File: src/logic/usb_link_pkg.sv
// USB link monitor package with state, detector and register enums plus timing defaults
`default_nettype none

package usb_link_pkg;

  //////////////////////////////////////////////////////////////////////
  // Link state encodings
  //////////////////////////////////////////////////////////////////////
  typedef enum logic [2:0] {
    LinkDisconnected     = 3'd0,
    LinkPowered          = 3'd1,
    LinkPoweredSuspended = 3'd2,
    LinkActive           = 3'd3,
    LinkSuspended        = 3'd4,
    LinkActiveNoSOF      = 3'd5,
    LinkResuming         = 3'd6
  } link_state_e;

  // Bus reset detector
  typedef enum logic [1:0] {
    NoRst,
    RstCnt,
    RstPend
  } rst_state_e;

  // Bus inactivity detector
  typedef enum logic [1:0] {
    Active,
    InactCnt,
    InactPend
  } inac_state_e;

  // Register map
  typedef enum logic [1:0] {
    RegCtrl    = 2'd0,
    RegStatus  = 2'd1,
    RegEvent   = 2'd2,
    RegSofMiss = 2'd3
  } reg_addr_e;

  //////////////////////////////////////////////////////////////////////
  // Timing defaults
  //////////////////////////////////////////////////////////////////////
  parameter int unsigned DefClkPerUs     = 48;
  parameter int unsigned DefFilterCycles = 6;
  // Spec allows 2.5us to 10ms of SE0 for reset
  parameter int unsigned DefResetUs      = 3;
  // 3ms of idle J means suspend
  parameter int unsigned DefSuspendUs    = 3000;
  // 1ms frame plus margin for host clock tolerance
  parameter int unsigned DefSofUs        = 1005;

endpackage

`default_nettype wire

File: src/logic/usb_link_evt_if.sv
// Bus event interface between the reset/idle detector and the link state machine
`timescale 1ns/1ps
`default_nettype none

interface usb_link_evt_if;

  // Pulse at end of a qualified bus reset
  logic ev_reset;
  // Level while a qualified reset is still on the bus
  logic link_reset;
  // Pulse when the idle timeout expires
  logic ev_bus_inactive;
  // Level from the state machine enabling idle monitoring
  logic monitor_inac;

  modport det_mp (
    output ev_reset,
    output link_reset,
    output ev_bus_inactive,
    input  monitor_inac
  );

  modport fsm_mp (
    input  ev_reset,
    input  link_reset,
    input  ev_bus_inactive,
    output monitor_inac
  );

endinterface

`default_nettype wire

File: src/logic/usb_us_tick.sv
// Microsecond tick generator, divides the system clock down to one pulse per us
`timescale 1ns/1ps
`default_nettype none

module usb_us_tick #(
  parameter int unsigned ClkPerUs = usb_link_pkg::DefClkPerUs
) (
  input  logic clk_48mhz_i,
  input  logic rst_ni,
  output logic tick_o
);

  localparam int unsigned CntW = (ClkPerUs > 1) ? $clog2(ClkPerUs) : 1;

  logic [CntW-1:0] cnt_q;
  logic            wrap;

  // Last count of the period
  assign wrap = (cnt_q == CntW'(ClkPerUs - 1));

  // Tick registered on the wrap, so first pulse lands ClkPerUs cycles out
  always_ff @(posedge clk_48mhz_i or negedge rst_ni) begin
    if (!rst_ni) begin
      cnt_q  <= '0;
      tick_o <= 1'b0;
    end else begin
      cnt_q  <= wrap ? '0 : cnt_q + 1'b1;
      tick_o <= wrap;
    end
  end

endmodule

`default_nettype wire

File: src/logic/usb_line_filter.sv
// Glitch filter, passes a level on only after it has held for a set number of cycles
`timescale 1ns/1ps
`default_nettype none

module usb_line_filter #(
  parameter int unsigned FilterCycles = usb_link_pkg::DefFilterCycles
) (
  input  logic clk_48mhz_i,
  input  logic rst_ni,
  input  logic filter_i,
  output logic filter_o
);

  localparam int unsigned CntW = $clog2(FilterCycles + 1);

  logic            sample_q;
  logic [CntW-1:0] stable_cnt_q;
  logic [CntW-1:0] stable_cnt_d;
  logic            stable;

  // Input matches what we saw last cycle
  assign stable = (filter_i == sample_q);

  // Restart on any change, saturate at the threshold
  always_comb begin
    if (!stable) begin
      stable_cnt_d = '0;
    end else if (stable_cnt_q == CntW'(FilterCycles)) begin
      stable_cnt_d = stable_cnt_q;
    end else begin
      stable_cnt_d = stable_cnt_q + 1'b1;
    end
  end

  always_ff @(posedge clk_48mhz_i or negedge rst_ni) begin
    if (!rst_ni) begin
      sample_q     <= 1'b0;
      stable_cnt_q <= '0;
      filter_o     <= 1'b0;
    end else begin
      sample_q     <= filter_i;
      stable_cnt_q <= stable_cnt_d;
      // Output follows once the level has survived the full window
      if (stable_cnt_d == CntW'(FilterCycles)) begin
        filter_o <= sample_q;
      end
    end
  end

endmodule

`default_nettype wire

File: src/logic/usb_bus_event_det.sv
// Bus reset and bus inactivity detector, both timed in microsecond ticks
`timescale 1ns/1ps
`default_nettype none

module usb_bus_event_det #(
  parameter int unsigned ResetUs   = usb_link_pkg::DefResetUs,
  parameter int unsigned SuspendUs = usb_link_pkg::DefSuspendUs
) (
  input  logic           clk_48mhz_i,
  input  logic           rst_ni,
  input  logic           us_tick_i,
  input  logic           se0_i,
  input  logic           rx_idle_det_i,
  usb_link_evt_if.det_mp evt
);

  import usb_link_pkg::*;

  localparam int unsigned RstW  = $clog2(ResetUs + 1);
  localparam int unsigned InacW = $clog2(SuspendUs + 1);

  rst_state_e       rst_state_q, rst_state_d;
  logic [RstW-1:0]  rst_timer_q, rst_timer_d;
  inac_state_e      inac_state_q, inac_state_d;
  logic [InacW-1:0] inac_timer_q, inac_timer_d;

  //////////////////////////////////////////////////////////////////////
  // Bus reset detection
  //////////////////////////////////////////////////////////////////////
  always_comb begin
    rst_state_d    = rst_state_q;
    rst_timer_d    = rst_timer_q;
    evt.ev_reset   = 1'b0;
    evt.link_reset = 1'b0;
    unique case (rst_state_q)
      // Idle bus, wait for SE0
      NoRst: begin
        if (se0_i) begin
          rst_state_d = RstCnt;
          rst_timer_d = '0;
        end
      end
      // SE0 seen, count ticks and give up if it ends early
      RstCnt: begin
        if (!se0_i) begin
          rst_state_d = NoRst;
        end else if (us_tick_i) begin
          if (rst_timer_q == RstW'(ResetUs)) begin
            rst_state_d = RstPend;
          end else begin
            rst_timer_d = rst_timer_q + 1'b1;
          end
        end
      end
      // Qualified reset, event fires on the falling edge of SE0
      RstPend: begin
        evt.link_reset = 1'b1;
        if (!se0_i) begin
          rst_state_d  = NoRst;
          evt.ev_reset = 1'b1;
        end
      end
      default: rst_state_d = NoRst;
    endcase
  end

  //////////////////////////////////////////////////////////////////////
  // Bus inactivity detection
  //////////////////////////////////////////////////////////////////////
  always_comb begin
    inac_state_d        = inac_state_q;
    inac_timer_d        = inac_timer_q;
    evt.ev_bus_inactive = 1'b0;
    unique case (inac_state_q)
      // Bus busy or monitoring off
      Active: begin
        inac_timer_d = '0;
        if (rx_idle_det_i && evt.monitor_inac) begin
          inac_state_d = InactCnt;
        end
      end
      // Idle, count toward the suspend timeout
      InactCnt: begin
        if (!rx_idle_det_i || !evt.monitor_inac) begin
          inac_state_d = Active;
        end else if (us_tick_i) begin
          if (inac_timer_q == InacW'(SuspendUs - 1)) begin
            inac_state_d        = InactPend;
            evt.ev_bus_inactive = 1'b1;
          end else begin
            inac_timer_d = inac_timer_q + 1'b1;
          end
        end
      end
      // Timeout reported, park until activity
      InactPend: begin
        if (!rx_idle_det_i || !evt.monitor_inac) begin
          inac_state_d = Active;
        end
      end
      default: inac_state_d = Active;
    endcase
  end

  always_ff @(posedge clk_48mhz_i or negedge rst_ni) begin
    if (!rst_ni) begin
      rst_state_q  <= NoRst;
      rst_timer_q  <= '0;
      inac_state_q <= Active;
      inac_timer_q <= '0;
    end else begin
      rst_state_q  <= rst_state_d;
      rst_timer_q  <= rst_timer_d;
      inac_state_q <= inac_state_d;
      inac_timer_q <= inac_timer_d;
    end
  end

endmodule

`default_nettype wire

File: src/logic/usb_linkstate.sv
// USB device link state machine with SOF watchdog and host loss detection
`timescale 1ns/1ps
`default_nettype none

module usb_linkstate #(
  parameter int unsigned SofUs = usb_link_pkg::DefSofUs
) (
  input  logic                      clk_48mhz_i,
  input  logic                      rst_ni,
  input  logic                      us_tick_i,
  input  logic                      sense_i,
  input  logic                      pullup_en_i,
  input  logic                      rx_j_det_i,
  input  logic                      rx_idle_det_i,
  input  logic                      sof_detected_i,
  input  logic                      resume_req_i,
  usb_link_evt_if.fsm_mp            evt,
  output usb_link_pkg::link_state_e link_state_o,
  output logic                      link_disconnect_o,
  output logic                      link_powered_o,
  output logic                      link_active_o,
  output logic                      link_suspend_o,
  output logic                      link_reset_o,
  output logic                      link_resume_o,
  output logic                      host_lost_o,
  output logic                      sof_missed_o
);

  import usb_link_pkg::*;

  localparam int unsigned SofW = $clog2(SofUs + 1);

  link_state_e     state_q, state_d;
  logic            bus_active;
  logic [2:0]      missed_cnt_q;
  logic [SofW-1:0] sof_timer_q;

  // Anything but idle counts as bus activity
  assign bus_active = !rx_idle_det_i;

  // Status levels
  assign link_state_o      = state_q;
  assign link_disconnect_o = (state_q == LinkDisconnected);
  assign link_powered_o    = sense_i;
  assign link_active_o     = (state_q == LinkActive) || (state_q == LinkActiveNoSOF);
  assign link_suspend_o    = (state_q == LinkSuspended) || (state_q == LinkPoweredSuspended);
  assign link_reset_o      = evt.link_reset;

  // Watch for idle only in states that can drop into suspend
  assign evt.monitor_inac = sense_i && ((state_q == LinkPowered) || link_active_o);

  //////////////////////////////////////////////////////////////////////
  // Link state machine
  //////////////////////////////////////////////////////////////////////
  always_comb begin
    state_d       = state_q;
    link_resume_o = 1'b0;
    // VBUS or pull-up gone means detached
    if (!sense_i || !pullup_en_i) begin
      state_d = LinkDisconnected;
    end else begin
      unique case (state_q)
        LinkDisconnected: state_d = LinkPowered;
        LinkPowered: begin
          if (evt.ev_reset) begin
            state_d = LinkActiveNoSOF;
          end else if (resume_req_i) begin
            // Software restart of a link that was suspended while we were off
            state_d = LinkResuming;
          end else if (evt.ev_bus_inactive) begin
            state_d = LinkPoweredSuspended;
          end
        end
        LinkPoweredSuspended: begin
          if (evt.ev_reset) begin
            state_d = LinkActiveNoSOF;
          end else if (bus_active) begin
            link_resume_o = 1'b1;
            state_d       = LinkPowered;
          end
        end
        // Hold until resume signaling ends with a J or the host resets
        LinkResuming: begin
          if (rx_j_det_i || evt.ev_reset) begin
            link_resume_o = 1'b1;
            state_d       = LinkActiveNoSOF;
          end
        end
        LinkActiveNoSOF: begin
          if (evt.ev_bus_inactive) begin
            state_d = LinkSuspended;
          end else if (sof_detected_i) begin
            state_d = LinkActive;
          end
        end
        LinkActive: begin
          if (evt.ev_bus_inactive) begin
            state_d = LinkSuspended;
          end else if (evt.ev_reset) begin
            state_d = LinkActiveNoSOF;
          end
        end
        LinkSuspended: begin
          if (evt.ev_reset) begin
            link_resume_o = 1'b1;
            state_d       = LinkActiveNoSOF;
          end else if (bus_active) begin
            state_d = LinkResuming;
          end
        end
        default: state_d = LinkDisconnected;
      endcase
    end
  end

  always_ff @(posedge clk_48mhz_i or negedge rst_ni) begin
    if (!rst_ni) begin
      state_q <= LinkDisconnected;
    end else begin
      state_q <= state_d;
    end
  end

  //////////////////////////////////////////////////////////////////////
  // SOF watchdog
  //////////////////////////////////////////////////////////////////////
  // Frame considered missed once the timer hits its limit
  assign sof_missed_o = (sof_timer_q == SofW'(SofUs));
  // Fourth consecutive miss sets the top bit
  assign host_lost_o  = missed_cnt_q[2];

  always_ff @(posedge clk_48mhz_i or negedge rst_ni) begin
    if (!rst_ni) begin
      sof_timer_q  <= '0;
      missed_cnt_q <= '0;
    end else begin
      if (sof_missed_o || sof_detected_i || !link_active_o || evt.link_reset) begin
        sof_timer_q <= '0;
      end else if (us_tick_i) begin
        sof_timer_q <= sof_timer_q + 1'b1;
      end
      // Saturates at 4
      if (sof_detected_i || !link_active_o || evt.link_reset) begin
        missed_cnt_q <= '0;
      end else if (sof_missed_o && !host_lost_o) begin
        missed_cnt_q <= missed_cnt_q + 1'b1;
      end
    end
  end

endmodule

`default_nettype wire

File: src/logic/usb_link_cfg.sv
// Link register block with control bits, sticky event flags and missed SOF count
`timescale 1ns/1ps
`default_nettype none

module usb_link_cfg (
  input  logic                      clk_48mhz_i,
  input  logic                      rst_ni,
  input  logic                      reg_we_i,
  input  logic [1:0]                reg_addr_i,
  input  logic [7:0]                reg_wdata_i,
  output logic [7:0]                reg_rdata_o,
  output logic                      pullup_en_o,
  output logic                      resume_req_o,
  input  usb_link_pkg::link_state_e link_state_i,
  input  logic                      link_disconnect_i,
  input  logic                      link_powered_i,
  input  logic                      link_reset_i,
  input  logic                      link_active_i,
  input  logic                      link_suspend_i,
  input  logic                      host_lost_i,
  input  logic                      link_resume_i,
  input  logic                      sof_missed_i
);

  import usb_link_pkg::*;

  logic       ctrl_we, evt_we;
  logic       host_lost_q, link_reset_q;
  logic [3:0] evt_q, evt_set;
  logic [7:0] sof_miss_cnt_q;

  assign ctrl_we = reg_we_i && (reg_addr_i == RegCtrl);
  assign evt_we  = reg_we_i && (reg_addr_i == RegEvent);

  // Event sources, levels turned into edges
  assign evt_set = {host_lost_i && !host_lost_q,
                    link_reset_i && !link_reset_q,
                    link_resume_i,
                    sof_missed_i};

  always_ff @(posedge clk_48mhz_i or negedge rst_ni) begin
    if (!rst_ni) begin
      pullup_en_o    <= 1'b0;
      resume_req_o   <= 1'b0;
      host_lost_q    <= 1'b0;
      link_reset_q   <= 1'b0;
      evt_q          <= '0;
      sof_miss_cnt_q <= '0;
    end else begin
      if (ctrl_we) begin
        pullup_en_o <= reg_wdata_i[0];
      end
      // Resume request is a single cycle strobe
      resume_req_o <= ctrl_we && reg_wdata_i[1];
      host_lost_q  <= host_lost_i;
      link_reset_q <= link_reset_i;
      // Write 1 to clear, a new event in the same cycle wins
      evt_q <= (evt_q & ~(evt_we ? reg_wdata_i[3:0] : 4'b0)) | evt_set;
      if (sof_missed_i && (sof_miss_cnt_q != 8'hff)) begin
        sof_miss_cnt_q <= sof_miss_cnt_q + 1'b1;
      end
    end
  end

  //////////////////////////////////////////////////////////////////////
  // Read mux
  //////////////////////////////////////////////////////////////////////
  always_comb begin
    unique case (reg_addr_i)
      RegCtrl:   reg_rdata_o = {7'b0, pullup_en_o};
      RegStatus: reg_rdata_o = {link_suspend_i, link_active_i, link_reset_i,
                                link_powered_i, link_disconnect_i, link_state_i};
      RegEvent:  reg_rdata_o = {4'b0, evt_q};
      default:   reg_rdata_o = sof_miss_cnt_q;
    endcase
  end

endmodule

`default_nettype wire

File: src/logic/usb_link_top.sv
// USB full-speed link monitor top, joins tick, filters, detector, link FSM and registers
`timescale 1ns/1ps
`default_nettype none

module usb_link_top #(
  parameter int unsigned ClkPerUs     = usb_link_pkg::DefClkPerUs,
  parameter int unsigned FilterCycles = usb_link_pkg::DefFilterCycles,
  parameter int unsigned ResetUs      = usb_link_pkg::DefResetUs,
  parameter int unsigned SuspendUs    = usb_link_pkg::DefSuspendUs,
  parameter int unsigned SofUs        = usb_link_pkg::DefSofUs
) (
  input  logic       clk_48mhz_i,
  input  logic       rst_ni,
  input  logic       usb_sense_i,
  input  logic       usb_dp_i,
  input  logic       usb_dn_i,
  input  logic       usb_oe_i,
  input  logic       rx_idle_det_i,
  input  logic       rx_j_det_i,
  input  logic       sof_detected_i,
  input  logic       reg_we_i,
  input  logic [1:0] reg_addr_i,
  input  logic [7:0] reg_wdata_i,
  output logic [7:0] reg_rdata_o,
  output logic [2:0] link_state_o,
  output logic       sof_missed_o
);

  import usb_link_pkg::*;

  logic        us_tick, se0_raw, se0, sense;
  logic        pullup_en, resume_req;
  logic        disconnect, powered, active, suspend, link_reset, resume, host_lost;
  link_state_e link_state;

  usb_link_evt_if evt_if ();

  // SE0 only counts while we are not driving the bus ourselves
  assign se0_raw      = !usb_dp_i && !usb_dn_i && !usb_oe_i;
  assign link_state_o = link_state;

  usb_us_tick #(.ClkPerUs(ClkPerUs)) tick_i (
    .clk_48mhz_i, .rst_ni, .tick_o(us_tick)
  );

  usb_line_filter #(.FilterCycles(FilterCycles)) se0_filt_i (
    .clk_48mhz_i, .rst_ni, .filter_i(se0_raw), .filter_o(se0)
  );

  usb_line_filter #(.FilterCycles(FilterCycles)) sense_filt_i (
    .clk_48mhz_i, .rst_ni, .filter_i(usb_sense_i), .filter_o(sense)
  );

  usb_bus_event_det #(.ResetUs(ResetUs), .SuspendUs(SuspendUs)) det_i (
    .clk_48mhz_i, .rst_ni, .us_tick_i(us_tick), .se0_i(se0), .rx_idle_det_i,
    .evt(evt_if.det_mp)
  );

  usb_linkstate #(.SofUs(SofUs)) fsm_i (
    .clk_48mhz_i, .rst_ni, .us_tick_i(us_tick), .sense_i(sense),
    .pullup_en_i(pullup_en), .rx_j_det_i, .rx_idle_det_i, .sof_detected_i,
    .resume_req_i(resume_req), .evt(evt_if.fsm_mp), .link_state_o(link_state),
    .link_disconnect_o(disconnect), .link_powered_o(powered), .link_active_o(active),
    .link_suspend_o(suspend), .link_reset_o(link_reset), .link_resume_o(resume),
    .host_lost_o(host_lost), .sof_missed_o
  );

  usb_link_cfg cfg_i (
    .clk_48mhz_i, .rst_ni, .reg_we_i, .reg_addr_i, .reg_wdata_i, .reg_rdata_o,
    .pullup_en_o(pullup_en), .resume_req_o(resume_req), .link_state_i(link_state),
    .link_disconnect_i(disconnect), .link_powered_i(powered), .link_reset_i(link_reset),
    .link_active_i(active), .link_suspend_i(suspend), .host_lost_i(host_lost),
    .link_resume_i(resume), .sof_missed_i(sof_missed_o)
  );

endmodule

`default_nettype wire

File: config.mk
export PLATFORM = sky130hd
export DESIGN_NAME = usb_link_top
export DESIGN_NICKNAME = d
export VERILOG_FILES = /design/src/logic/usb_link_pkg.sv /design/src/logic/usb_link_evt_if.sv /design/src/logic/usb_us_tick.sv /design/src/logic/usb_line_filter.sv /design/src/logic/usb_bus_event_det.sv /design/src/logic/usb_linkstate.sv /design/src/logic/usb_link_cfg.sv /design/src/logic/usb_link_top.sv
export SDC_FILE = /design/constraint.sdc
export NUM_CORES = 1
export LEC_CHECK = 0
export ABC_AREA = 1
export BUFFER_PORTS_ARGS = -buffer_cell sky130_fd_sc_hd__buf_2
export CELL_PAD_IN_SITES_DETAIL_PLACEMENT = 1
export CELL_PAD_IN_SITES_GLOBAL_PLACEMENT = 2
export CORE_MARGIN = 2
export CORE_UTILIZATION = 25
export CTS_BUF_LIST = sky130_fd_sc_hd__clkbuf_4 sky130_fd_sc_hd__clkbuf_8
export CTS_CLUSTER_SIZE = 30
export DETAILED_ROUTE_END_ITERATION = 8
export HOLD_SLACK_MARGIN = 0.06
export PLACE_DENSITY_LB_ADDON = 0.12
export SYNTH_ARGS = -nofsm -noshare
export SYNTH_HDL_FRONTEND = slang
export SYNTH_SLANG_ARGS = --single-unit
File: constraint.sdc
create_clock -name clk_48mhz_i -period 3.1 [get_ports clk_48mhz_i]
set_clock_uncertainty 0.05 [all_clocks]
set_input_delay 0.775 -clock clk_48mhz_i [delete_from_list [all_inputs] [get_ports clk_48mhz_i]]
set_output_delay 0.775 -clock clk_48mhz_i [all_outputs]
set_load 0.05 [all_outputs]
==> metrics.md <==
| Metric | Value |
|---|---|
| Status | finished, final reports clean |
| Final setup fails | 0 |
| Die width | 125 um |
| # Post-CTS Setup Buffers | 0 |
| Tmin final | 2.67 ns |
| Iteration-0 DRC Markers | 79 |
| Type of the worst min-delay path | reg -> reg |
| Port Buf Inserts | 27 |
| Crit Path Category | in -> out |
| Worst EP required | 2.27 ns |
| H-tree levels | 3 |
| Hold_ws | 0.362 ns |
| Synth top area cells | dfrtp_1, nand2_1, inv_1, nand3_1, nor2_1 |
| CTS Buf Count | 9 |
| Reg clk slew, reported paths | 0.08 ns |
| Leak | 1.98 nW |
| Layout area overhead | 15.8% |
| Worst-Skew Late Latency | 0.37 ns |
| Layout cell share with drive strength beyond 1 | 14.7% |
| Post-Place Worst Slack | 0.430 ns |
| Clk buf depth | 2 |
| Seq/Total Area, Yosys | 45.7% |
| Synth top area share | 45.7% |
| Die Span Y | 125 um |
| Crit. End Element | primary output |
| FF-to-FF Start | det_i.inac_timer_q[0] |
| # DRC | 0 |
| # clock sinks | 67 |
| FFs w/ async S/R, synth | 100% |
| Number of flops mapped to enable cells by yosys | 0 |
| Largest net degree at the start of global routing | 34 |
| Root Buffer | clkbuf_8 |
| CP arrival | 1.84 ns |
| # nets final | 532 |
| Total wire length | 9.70 mm |
| Post-CTS Resized | 0 |
| Pwr Density | 554 nW/um2 |
| Hold path startpoint | fsm_i.missed_cnt_q[2] |
| Yosys top cell by area | dfrtp_1 |
| Fin crit share | 86.0% |
| CP Max Fanout | 7 |
| Hold-fix buffers, CTS | 0 |
| Ports | 32 |
| Mean post-synth cell area | 7.98 um2 |
| CP Launch Type | input port |
| Via Count | 3152 |
| Vias in the first global route | 3394 |
| Full die area | 15700 um2 |
| Remaining Overflow, GRT | 0 |
| Worst IR Drop VDD | 216 uV |
| Initial antenna violation count | 0 |
| Endpoints failing hold | 0 |
| ANT cells | 0 |
| Fin. max-slew vios | 0 |
| Starting Density | 25.4% |
| Final antenna-violating net count | 0 |
| Synth Instances | 460 |
| TNS Setup | 0 ns |
| GRT Total Usage | 13.4% |
| Max_slew headroom | 45.4% |
| Synth Warn # | 0 |
| Seq cells post-synth | 67 |
| Syn_nets | 491 |
| RSZ-0062 raised after global routing | false |
| Max-cap violations | 0 |
| CTS tree | done |
| Post-synth cell types | 37 |
| Post-DP HPWL | 7.58 mm |
| 1st-pass router iterations | 4 |
| First-pass GRT wire length | 16.7 mm |
| Most used DFF post-synth | dfrtp_1 |
| DR vias/cell | 4.57 |
| Worst-Margin Slew | 0.819 ns |
| Routed len/inst | 14.1 um |
| Crit path launch | reg_addr_i[0] |
| Core Util, Final | 29.5% |
| F_max | 375 MHz |
| Synth Cell Area | 3670 um2 |
| Core area | 14400 um2 |
| Rows | 44 |
| Fin worst setup slack | 0.435 ns |
| GPL Wtd Cong | 0.729 |
## Yosys cell counts (2+ instances only)
cell type / count
o211ai_1: 2
inv_1: 59
a211oi_1: 3
nand2_1: 93
nand4_1: 10
nand2_2: 4
a31oi_1: 3
dfrtp_1: 67
o21ai_0: 32
nor2_4: 2
a21oi_1: 23
nor2_2: 3
nor3_1: 8
xor2_1: 15
ha_1: 11
nor2_1: 52
o21a_1: 2
o22ai_1: 4
nand3_1: 40
or2_2: 5
inv_2: 3
nand3_2: 4
## state kept, by name (all words and copies together) (netlist names), 2 cells and up
signal and count:
det_i.rst_state_q 2, det_i.inac_timer_q 12, se0_filt_i.stable_cnt_q 3, det_i.rst_timer_q 2, fsm_i.link_state_o 3, fsm_i.sof_timer_q 10, cfg_i.evt_q 4, tick_i.cnt_q 6
sense_filt_i.stable_cnt_q 3, cfg_i.sof_miss_cnt_q 8, det_i.inac_state_q 2, fsm_i.missed_cnt_q 3
## layout by cell type, fill, tap and decap left out, types with 11 or more instances in the layout
cell and n:
a21oi_1 23, nor2_1 52, xor2_1 15, dfrtp_1 67
o21ai_0 32, buf_2 27, ha_1 11, inv_1 59
nand3_1 40, nand2_1 93
## worst max-delay path: stages
cell and delay (ns):
buf_2 0.11, inv_1 0.07, nor2_1 0.12, inv_1 0.13
o21ai_0 0.20, a31oi_1 0.07, o21ai_0 0.07, buf_2 0.28
## stage by stage
step	std cells	power, mW	cell area (um2)
after CTS	689	2.41	4250
final	689	2.36	4250
after detailed placement	674	1.65	4060
after floorplan	460	1.47	3670
after global placement	674	1.64	4060
after global routing	689	2.54	4250
## per-layer routing
metal,track usage (%),up-vias,wire length (um)
met1,16.4,1515,4540
met5,0,-,0
li1,-,1594,-
met3,3.85,10,317
met2,22.7,33,4690
met4,4.51,0,149
## layout make-up
type | count | area, um2
Multi-Input combinational cell | 327 | 1740
Fill cell | 1760 | 10200
Timing Repair Buffer | 33 | 180
Tap cell | 184 | 230
Inverter | 63 | 239
Clock inverter | 3 | 40.0
Sequential cell | 67 | 1680
Clock buffer | 12 | 146
## report_power, final
part           switching (mW)  internal, mW  leakage, nW
logic                   0.384         0.175        0.979
clock network           0.343         0.392        0.100
registers              0.0912         0.971        0.904
## cell families after synthesis
kind of cell,Yosys count,synth area share (%)
flip-flops,67,45.7
adder cells (fa/ha/maj),11,3.75
XOR/XNOR,16,3.82
AO/OA/AOI/OAI,74,11.6
buffers and inverters,66,6.96
AND/OR/NAND/NOR,226,28.1
## final timing paths
| kind | end | slack (ns) | cells after the start |
|---|---|---|---|
| worst min register to register | cfg_i.host_lost_q | 0.36 | 0 |
| max in group asynchronous | se0_filt_i.sample_q | 1.86 | 2 |
| worst max register to register | det_i.inac_timer_q[11] | 1.09 | 9 |
| min in group asynchronous | fsm_i.missed_cnt_q[0] | 0.45 | 1 |
| worst min-delay path | cfg_i.host_lost_q | 0.36 | 0 |
| worst max-delay path | reg_rdata_o[0] | 0.43 | 8 |
No activity file was read; power rests on OpenSTA's default activity.
